==> src/design/video_pkg.sv <==
package video_pkg;

   // ----------------------------------------------------------------------
   // Raster timing, 640x480 at 60 Hz
   // ----------------------------------------------------------------------
   localparam int CNT_W = 10;                           // Both counters

   localparam logic [CNT_W-1:0] H_ACTIVE = 10'd640;     // Visible pixels
   localparam logic [CNT_W-1:0] H_FRONT  = 10'd16;
   localparam logic [CNT_W-1:0] H_SYNC   = 10'd96;
   localparam logic [CNT_W-1:0] H_BACK   = 10'd48;
   localparam logic [CNT_W-1:0] H_TOTAL  = H_ACTIVE + H_FRONT + H_SYNC + H_BACK; // 800

   localparam logic [CNT_W-1:0] V_ACTIVE = 10'd480;     // Visible lines
   localparam logic [CNT_W-1:0] V_FRONT  = 10'd10;
   localparam logic [CNT_W-1:0] V_SYNC   = 10'd2;
   localparam logic [CNT_W-1:0] V_BACK   = 10'd33;
   localparam logic [CNT_W-1:0] V_TOTAL  = V_ACTIVE + V_FRONT + V_SYNC + V_BACK; // 525

   localparam logic SYNC_ACTIVE = 1'b0;                 // Both syncs active low

   // ----------------------------------------------------------------------
   // Colour bars
   // ----------------------------------------------------------------------
   localparam int NUM_BARS  = 8;
   localparam int PAL_IDX_W = $clog2(NUM_BARS);

   localparam logic [CNT_W-1:0] BAR_W = 10'd80;         // H_ACTIVE / NUM_BARS
   localparam logic [CNT_W-1:0] BAR_H = 10'd60;         // V_ACTIVE / NUM_BARS

   localparam logic MODE_VERTICAL   = 1'b0;             // Bars split along x
   localparam logic MODE_HORIZONTAL = 1'b1;             // Bars split along y

   // ----------------------------------------------------------------------
   // Register map
   // ----------------------------------------------------------------------
   localparam int REG_ADDR_W = 4;

   localparam logic [REG_ADDR_W-1:0] ADDR_CTRL     = 4'd0;
   localparam logic [REG_ADDR_W-1:0] ADDR_PAL_BASE = 4'd8;   // Entries at 8..15

   // 4 bits per channel
   typedef struct packed {
      logic [3:0] r;
      logic [3:0] g;
      logic [3:0] b;
   } rgb444_t;

   // Raster position and syncs, one pixel per cycle
   typedef struct packed {
      logic             hsync;
      logic             vsync;
      logic             active;
      logic [CNT_W-1:0] x;        // Valid while active
      logic [CNT_W-1:0] y;
   } vga_timing_t;

   typedef struct packed {
      logic [29:0] rsvd;
      logic        mode;
      logic        enable;
   } bar_ctrl_t;

   typedef struct packed {
      logic [19:0] rsvd;
      rgb444_t     color;
   } bar_pal_t;

   // Write data seen as control word or palette entry
   typedef union packed {
      bar_ctrl_t ctrl;
      bar_pal_t  pal;
   } bar_reg_u;

   typedef struct packed {
      logic                     enable;
      logic                     mode;
      rgb444_t [NUM_BARS-1:0]   palette;
   } bar_cfg_t;

   // Entry 0 sits in the low bits, so white is last here
   localparam rgb444_t [NUM_BARS-1:0] PAL_DEFAULT = {
      12'h000, 12'h00f, 12'hf00, 12'hf0f,   // Black, blue, red, magenta
      12'h0f0, 12'h0ff, 12'hff0, 12'hfff    // Green, cyan, yellow, white
   };

   localparam logic ENABLE_DEFAULT = 1'b1;

endpackage
==> src/design/video_daisy_system.sv <==
`timescale 1ns/1ps

module video_daisy_system
   import video_pkg::*;
(
   input  logic                  pixel_clk,
   input  logic                  arst_n,
   // Register write port, one-cycle strobe
   input  logic [REG_ADDR_W-1:0] reg_addr,
   input  logic                  reg_write,
   input  bar_reg_u              reg_wdata,
   // VGA pins
   output logic [3:0]            vga_r,
   output logic [3:0]            vga_g,
   output logic [3:0]            vga_b,
   output logic                  vga_hsync,
   output logic                  vga_vsync,
   output logic                  vga_blank_n
);

   vga_timing_t tim;    // Raster position
   bar_cfg_t    cfg;    // Bar setup

   // ----------------------------------------------------------------------
   // Timing, then renderer, then pins
   // ----------------------------------------------------------------------
   vga_timing_gen u_vga_timing_gen (
      .pixel_clk (pixel_clk),
      .arst_n    (arst_n),
      .tim       (tim)
   );

   video_bar_regs u_video_bar_regs (
      .pixel_clk (pixel_clk),
      .arst_n    (arst_n),
      .reg_addr  (reg_addr),
      .reg_write (reg_write),
      .reg_wdata (reg_wdata),
      .cfg       (cfg)
   );

   video_bar_core u_video_bar_core (
      .pixel_clk   (pixel_clk),
      .arst_n      (arst_n),
      .tim         (tim),
      .cfg         (cfg),
      .vga_r       (vga_r),
      .vga_g       (vga_g),
      .vga_b       (vga_b),
      .vga_hsync   (vga_hsync),
      .vga_vsync   (vga_vsync),
      .vga_blank_n (vga_blank_n)
   );

endmodule

==> src/design/video_bar_core.sv <==
`timescale 1ns/1ps

module video_bar_core
   import video_pkg::*;
(
   input  logic        pixel_clk,
   input  logic        arst_n,
   input  vga_timing_t tim,
   input  bar_cfg_t    cfg,
   output logic [3:0]  vga_r,
   output logic [3:0]  vga_g,
   output logic [3:0]  vga_b,
   output logic        vga_hsync,
   output logic        vga_vsync,
   output logic        vga_blank_n
);

   // ----------------------------------------------------------------------
   // Bar index by boundary compare
   // ----------------------------------------------------------------------
   // Counts how many bar edges lie at or below pos
   function automatic logic [PAL_IDX_W-1:0] bar_index(
      input logic [CNT_W-1:0] pos,
      input logic [CNT_W-1:0] span
   );
      logic [PAL_IDX_W-1:0] idx;
      logic [CNT_W-1:0]     edge_pos;
      idx      = '0;
      edge_pos = span;                      // Start of bar 1
      for (int k = 1; k < NUM_BARS; k++) begin
         if (pos >= edge_pos) begin
            idx = PAL_IDX_W'(k);
         end
         edge_pos = edge_pos + span;
      end
      return idx;
   endfunction

   logic [PAL_IDX_W-1:0] idx_v;     // Column bars
   logic [PAL_IDX_W-1:0] idx_h;     // Row bars
   logic [PAL_IDX_W-1:0] idx;
   rgb444_t              pix_d;

   assign idx_v = bar_index(tim.x, BAR_W);
   assign idx_h = bar_index(tim.y, BAR_H);
   assign idx   = (cfg.mode == MODE_HORIZONTAL) ? idx_h : idx_v;

   always_comb begin
      // Black outside active area or when bars are off
      if (tim.active && cfg.enable) begin
         pix_d = cfg.palette[idx];
      end else begin
         pix_d = '0;
      end
   end

   // ----------------------------------------------------------------------
   // Output stage, colour and syncs share one register
   // ----------------------------------------------------------------------
   always_ff @(posedge pixel_clk or negedge arst_n) begin
      if (!arst_n) begin
         vga_r       <= '0;
         vga_g       <= '0;
         vga_b       <= '0;
         vga_hsync   <= ~SYNC_ACTIVE;      // Idle level
         vga_vsync   <= ~SYNC_ACTIVE;
         vga_blank_n <= 1'b0;              // Blanked
      end else begin
         vga_r       <= pix_d.r;
         vga_g       <= pix_d.g;
         vga_b       <= pix_d.b;
         vga_hsync   <= tim.hsync;         // Same delay as colour
         vga_vsync   <= tim.vsync;
         vga_blank_n <= tim.active;
      end
   end

   // ----------------------------------------------------------------------
   // Checks
   // ----------------------------------------------------------------------
   a_blank_black: assert property (
      @(posedge pixel_clk) disable iff (!arst_n)
      !vga_blank_n |-> ({vga_r, vga_g, vga_b} == '0)
   ) else $error("colour %h%h%h during blanking", vga_r, vga_g, vga_b);

endmodule

==> src/design/video_bar_regs.sv <==
`timescale 1ns/1ps

module video_bar_regs
   import video_pkg::*;
(
   input  logic                  pixel_clk,
   input  logic                  arst_n,
   input  logic [REG_ADDR_W-1:0] reg_addr,
   input  logic                  reg_write,
   input  bar_reg_u              reg_wdata,
   output bar_cfg_t              cfg
);

   // ----------------------------------------------------------------------
   // Address decode
   // ----------------------------------------------------------------------
   logic                  ctrl_hit;
   logic                  pal_hit;
   logic [REG_ADDR_W-1:0] pal_offs;
   logic [PAL_IDX_W-1:0]  pal_idx;

   assign ctrl_hit = reg_write && (reg_addr == ADDR_CTRL);
   assign pal_hit  = reg_write && (reg_addr >= ADDR_PAL_BASE);   // 8..15

   // Offset from palette base picks the entry
   assign pal_offs = reg_addr - ADDR_PAL_BASE;
   assign pal_idx  = pal_offs[PAL_IDX_W-1:0];

   // ----------------------------------------------------------------------
   // Control word and palette storage
   // ----------------------------------------------------------------------
   always_ff @(posedge pixel_clk or negedge arst_n) begin
      if (!arst_n) begin
         cfg.enable  <= ENABLE_DEFAULT;     // Bars on
         cfg.mode    <= MODE_VERTICAL;
         cfg.palette <= PAL_DEFAULT;
      end else begin
         if (ctrl_hit) begin
            // Control view of the write word
            cfg.enable <= reg_wdata.ctrl.enable;
            cfg.mode   <= reg_wdata.ctrl.mode;
         end
         if (pal_hit) begin
            cfg.palette[pal_idx] <= reg_wdata.pal.color;   // Palette view
         end
         // Addresses 1..7 fall through untouched
      end
   end

   // ----------------------------------------------------------------------
   // Checks
   // ----------------------------------------------------------------------
   a_addr_known: assert property (
      @(posedge pixel_clk) disable iff (!arst_n)
      reg_write |-> !$isunknown(reg_addr)
   ) else $error("register write with unknown address %h", reg_addr);

endmodule

==> src/design/vga_timing_gen.sv <==
`timescale 1ns/1ps

module vga_timing_gen
   import video_pkg::*;
(
   input  logic        pixel_clk,
   input  logic        arst_n,
   output vga_timing_t tim
);

   // ----------------------------------------------------------------------
   // Raster counters
   // ----------------------------------------------------------------------
   logic [CNT_W-1:0] h_cnt;      // Pixel within line
   logic [CNT_W-1:0] v_cnt;      // Line within frame
   logic             h_last;
   logic             v_last;
   logic             h_in_sync;
   logic             v_in_sync;
   vga_timing_t      tim_d;

   assign h_last = (h_cnt == H_TOTAL - 1'b1);
   assign v_last = (v_cnt == V_TOTAL - 1'b1);

   always_ff @(posedge pixel_clk or negedge arst_n) begin
      if (!arst_n) begin
         h_cnt <= '0;
         v_cnt <= '0;
      end else begin
         if (h_last) begin
            h_cnt <= '0;
            // Vertical steps once per line
            if (v_last) begin
               v_cnt <= '0;
            end else begin
               v_cnt <= v_cnt + 1'b1;
            end
         end else begin
            h_cnt <= h_cnt + 1'b1;
         end
      end
   end

   // ----------------------------------------------------------------------
   // Decode, one stage behind the counters
   // ----------------------------------------------------------------------
   // Sync pulse sits after active area and front porch
   assign h_in_sync = (h_cnt >= H_ACTIVE + H_FRONT) &&
                      (h_cnt <  H_ACTIVE + H_FRONT + H_SYNC);
   assign v_in_sync = (v_cnt >= V_ACTIVE + V_FRONT) &&
                      (v_cnt <  V_ACTIVE + V_FRONT + V_SYNC);

   always_comb begin
      tim_d.hsync  = h_in_sync ? SYNC_ACTIVE : ~SYNC_ACTIVE;
      tim_d.vsync  = v_in_sync ? SYNC_ACTIVE : ~SYNC_ACTIVE;
      tim_d.active = (h_cnt < H_ACTIVE) && (v_cnt < V_ACTIVE);
      tim_d.x      = h_cnt;     // Origin is first visible pixel
      tim_d.y      = v_cnt;
   end

   always_ff @(posedge pixel_clk or negedge arst_n) begin
      if (!arst_n) begin
         // Syncs idle, nothing visible
         tim <= '{hsync:  ~SYNC_ACTIVE,
                  vsync:  ~SYNC_ACTIVE,
                  active: 1'b0,
                  x:      '0,
                  y:      '0};
      end else begin
         tim <= tim_d;
      end
   end

   // ----------------------------------------------------------------------
   // Checks
   // ----------------------------------------------------------------------
   a_cnt_range: assert property (
      @(posedge pixel_clk) disable iff (!arst_n)
      (h_cnt < H_TOTAL) && (v_cnt < V_TOTAL)
   ) else $error("raster counter out of range h=%0d v=%0d", h_cnt, v_cnt);

   // Porches must keep the pulses out of the visible area
   a_active_no_sync: assert property (
      @(posedge pixel_clk) disable iff (!arst_n)
      tim.active |-> (tim.hsync != SYNC_ACTIVE) && (tim.vsync != SYNC_ACTIVE)
   ) else $error("sync pulse inside active area x=%0d y=%0d", tim.x, tim.y);

endmodule

==> config.mk <==
export PLATFORM = sky130hd
export DESIGN_NAME = video_daisy_system
export DESIGN_NICKNAME = d
export VERILOG_FILES = /design/src/design/video_pkg.sv /design/src/design/video_daisy_system.sv /design/src/design/video_bar_core.sv /design/src/design/video_bar_regs.sv /design/src/design/vga_timing_gen.sv
export SDC_FILE = /design/constraint.sdc
export NUM_CORES = 1
export LEC_CHECK = 0
export BUFFER_PORTS_ARGS = -buffer_cell sky130_fd_sc_hd__buf_2
export CORE_UTILIZATION = 60
export DETAILED_ROUTE_END_ITERATION = 12
export GPL_ROUTABILITY_DRIVEN = 0
export GPL_TIMING_DRIVEN = 1
export PLACE_DENSITY = 0.9
export SLEW_MARGIN = 20
export SYNTH_ARGS = -nofsm -noshare
export SYNTH_HDL_FRONTEND = slang
export SYNTH_SLANG_ARGS = --single-unit
==> constraint.sdc <==
create_clock -name pixel_clk -period 2.2 [get_ports pixel_clk]
set_input_delay 0.33 -clock pixel_clk [delete_from_list [all_inputs] [get_ports pixel_clk]]
set_output_delay 0.33 -clock pixel_clk [all_outputs]
set_load 0.005 [all_outputs]
==> reports/qor.yml <==
final_layout:
  antenna_cells: 0
  fillerInstances: 599
  finalInstanceArea_um2: 8168
  layout-drive-gt1-share_pct: 48.11
  nets: 612
  area_growth_pct: 20.42
  fin_cells: 722
power:
  comb_power_share_pct: 20.9
  pwr-share-seq_pct: 42.9
  clock_power_share_pct: 36.2
  p_total_mw: 8.588
  power.internal_mw: 6.312
  netSwitchingPower_mw: 2.276
  peakVddDrop_mv: 0.6414
  p_sw_share_pct: 26.51
  cellLeakagePower_nw: 3.631
  powerDensity_nw_per_um2: 1051
clock_tree:
  clk_path_buf_depth: 2
  path_clk_slew_ns: 0.06
  cts_root_buffer: "clkbuf_16"
  cts_sinks: 150
  numCtsBuffers: 17
  cts_tree: "done"
  clock_latency_ns: 0.43
  htreeDepth: 4
detailed_routing:
  drc: 0
  wl_per_cell_um: 23.67
  drtIter0Drc: 382
  wl_mm: 17.09
  vias_per_cell: 6.414
  num_vias: 4631
  antenna_left: 0
  first_pass_iters: 5
timing:
  finalMaxSlewViolations: 0
  fmax_ghz: 0.4245
  fin_skew_ns: 0.007749
  period_minus_slack_ns: 2.356
  hold_viol: 0
  slew_headroom_pct: 45.34
  min_period_over_period_pct: 107.1
  timing_worst_slew_pin_value_ns: 0.8190
  setup_ws_ns: -0.1559
  grt_setup_unrepaired: "true"
  fin_tns_setup_ns: -1.194
  hold_ws_ns: 0.2399
  setup_viol: 12
yosys:
  yosysMostFrequentCell: "mux2_2"
  synth-edff-count: 0
  yosys-top-cells-area: "dfrtp_1, dfstp_2, mux2_2, mux2i_1, a22o_1"
  synth_top_area_cell: "dfrtp_1"
  yosysSeqAreaShare_pct: 56.32
  synth_top_area_share_pct: 35.79
  ys.flop_type: "dfrtp_1"
  synth_cell_type_count: 48
  synth.avg_cell_area_um2: 13.65
  postSynth.asyncResetShare_pct: 100.0
  synth_common_cells: "mux2_2, dfrtp_1, mux2i_1"
  syn_area_um2: 6783
  yosysWarnings: 0
  ys_ff_latch: 150
  syn-num-nets: 540
  syn_inst: 497
setup_path:
  crit_chain: "nand3_4 > nor4b_4 > a211oi_2 > a21oi_4 > buf_8 > mux2i_1 > mux2i_1 > a22o_1"
  reg2reg_slack_ns: -0.16
  worstPathArrival_ns: 2.66
  worstSetupPathType: "reg2reg"
  crit_fanout: 12
  worst_path_most_repeated_cell: "mux2i_1"
  crit_required_ns: 2.50
  worstRegToRegCells: 8
  r2r_end: "u_video_bar_core.vga_b[0]$_DFF_PN0_"
  start_kind: "flip-flop"
  cpPeakStageDelay_ns: 0.45
  crit_slowest_cell: "dfrtp_1"
  regToRegStartpoint: "u_vga_timing_gen.tim[6]$_DFF_PN0_"
  endpoint_kind: "flip-flop"
run:
  cap_viol_max_count: 0
placement:
  postPlaceCellArea_um2: 7249
  dp_cells: 673
  io_buffers: 33
  place_hpwl_mm: 8.837
worst_hold_path:
  worstHoldEndpoint: "u_video_bar_regs.cfg[53]$_DFFE_PN0P_"
  hold_path.class: "in2reg"
  holdPathStages: 2
  hold_start: "reg_wdata[5]"
die:
  start_util_pct: 62.03
  dieArea_um2: 11730
  coreArea_um2: 10940
  die_y_um: 108.3
  io_pins: 54
  rows: 38
  die_x_um: 108.3
global_route:
  grt_antenna_before_repair: 0
  grt_max_degree: 58
  grt_first_pass_wirelength_mm: 25.12
  first_global_vias: 4709
  gr-total-overflow: 0
  track_usage_pct: 29.64
outcome:
  violations: "setup timing"
  run_status: "finished, violations left"
[layout by cell type (no fill, tap or decap), types with 3 or more instances in the layout]
cell type / instances
mux2_2: 99
dfrtp_1: 94
mux2i_1: 64
dfstp_2: 53
buf_2: 32
buf_4: 30
nor2_1: 21
clkbuf_16: 19
nand2_1: 14
a22o_1: 13
o21ai_0: 10
inv_1: 8
mux2i_2: 8
a21oi_1: 7
nand4_1: 7
nand3_1: 6
xor2_1: 6
xnor2_1: 5
and3_1: 4
nor3_1: 4
nand2b_1: 4
ha_1: 4
bufinv_16: 4
nor4_1: 3
or3_1: 3
a31oi_1: 3
clkinvlp_4: 3
clkinv_2: 3
buf_6: 3
buf_12: 3
dfrtp_2: 3
[area by class of cell]
class	instances	area (µm²)	area share, %
clock buffers	20	456.7	5.591
clock inverters	12	175.2	2.145
inverters	9	33.78	0.4136
multi-input cells	316	2879	35.25
flip-flops and latches	150	3824	46.81
well taps	140	175.2	2.145
repair buffers	75	624.3	7.644
[power by group through the flow]
| stage | clock, mW | combinational (mW) | sequential [mW] |
|---|---|---|---|
| after floorplan | 0 | 1.08 | 3.61 |
| after global placement | 0 | 1.42 | 3.63 |
| after detailed placement | 0 | 1.50 | 3.69 |
| after CTS | 3.10 | 1.64 | 3.66 |
| after global routing | 3.24 | 1.89 | 3.73 |
| final | 3.11 | 1.80 | 3.69 |
[state kept, by name (all words and copies together) (netlist names)]
name,flops
u_vga_timing_gen.h_cnt,10
u_vga_timing_gen.tim,17
u_vga_timing_gen.v_cnt,10
u_video_bar_core.vga_b,4
u_video_bar_core.vga_blank_n,1
u_video_bar_core.vga_g,4
u_video_bar_core.vga_hsync,1
u_video_bar_core.vga_r,4
u_video_bar_core.vga_vsync,1
u_video_bar_regs.cfg,98
[layer usage]
metal | up-vias | global-route usage, % | share of wire [%]
met3 | 82 | 7.595 | 5.5
li1 | 1954 | - | -
met4 | 0 | 13.61 | 4.7
met1 | 2349 | 34.67 | 39
met5 | - | 0 | 0
met2 | 246 | 51.23 | 51
[worst max path at each step]
stage	from	end	cells after the start
floorplan	u_vga_timing_gen.tim[16]$_DFF_PN0_	u_video_bar_core.vga_b[1]$_DFF_PN0_	9
finish	u_vga_timing_gen.tim[6]$_DFF_PN0_	u_video_bar_core.vga_b[0]$_DFF_PN0_	8
global placement	u_vga_timing_gen.tim[16]$_DFF_PN0_	u_video_bar_core.vga_r[3]$_DFF_PN0_	5
CTS	u_vga_timing_gen.tim[16]$_DFF_PN0_	u_video_bar_core.vga_b[3]$_DFF_PN0_	7
detailed placement	u_vga_timing_gen.tim[6]$_DFF_PN0_	u_video_bar_core.vga_r[2]$_DFF_PN0_	8
global route	u_vga_timing_gen.tim[6]$_DFF_PN0_	u_video_bar_core.vga_r[3]$_DFF_PN0_	9
[worst max-delay path: cells and delay by family, from the launching register on]
| kind | cells | cell delay (ns) |
|---|---|---|
| compound gates | 3 | 0.66 |
| buf+inv | 1 | 0.23 |
| flops | 1 | 0.45 |
| mux | 2 | 0.42 |
| simple gates | 2 | 0.47 |
[what timing repair did]
action | 4_1_cts | 5_1_grt
hold buffers | 1 | 0
setup endpoints to repair | 6 | 12
resized for setup | 6 | 20
hold endpoints to repair | 31 | 0
setup buffers | 3 | 10
pin swaps | 4 | 5
gates cloned | 2 | 2
[logic make-up (layout without fill, tap and decap cells)]
kind of cell / after synthesis / after routing / synth area share, %
adder cells (fa/ha/maj): 6 / 6 / 1.051
XOR/XNOR: 11 / 11 / 1.420
AO/OA/AOI/OAI: 48 / 48 / 5.534
multiplexers: 171 / 171 / 27.06
buffers and inverters: 31 / 116 / 2.379
flip-flops: 150 / 150 / 56.32
AND/OR/NAND/NOR: 80 / 80 / 6.235
[per-stage QoR]
step,setup WS (ns),utilization (%)
3_5_place_dp,-0.01317,66.29
5_1_grt,-0.1691,74.69
6_report,-0.1559,74.69
3_3_place_gp,0.1004,66.27
4_1_cts,0.002437,73.16
2_1_floorplan,0.1752,-
Note: power is estimated with default switching activity, not from simulation.
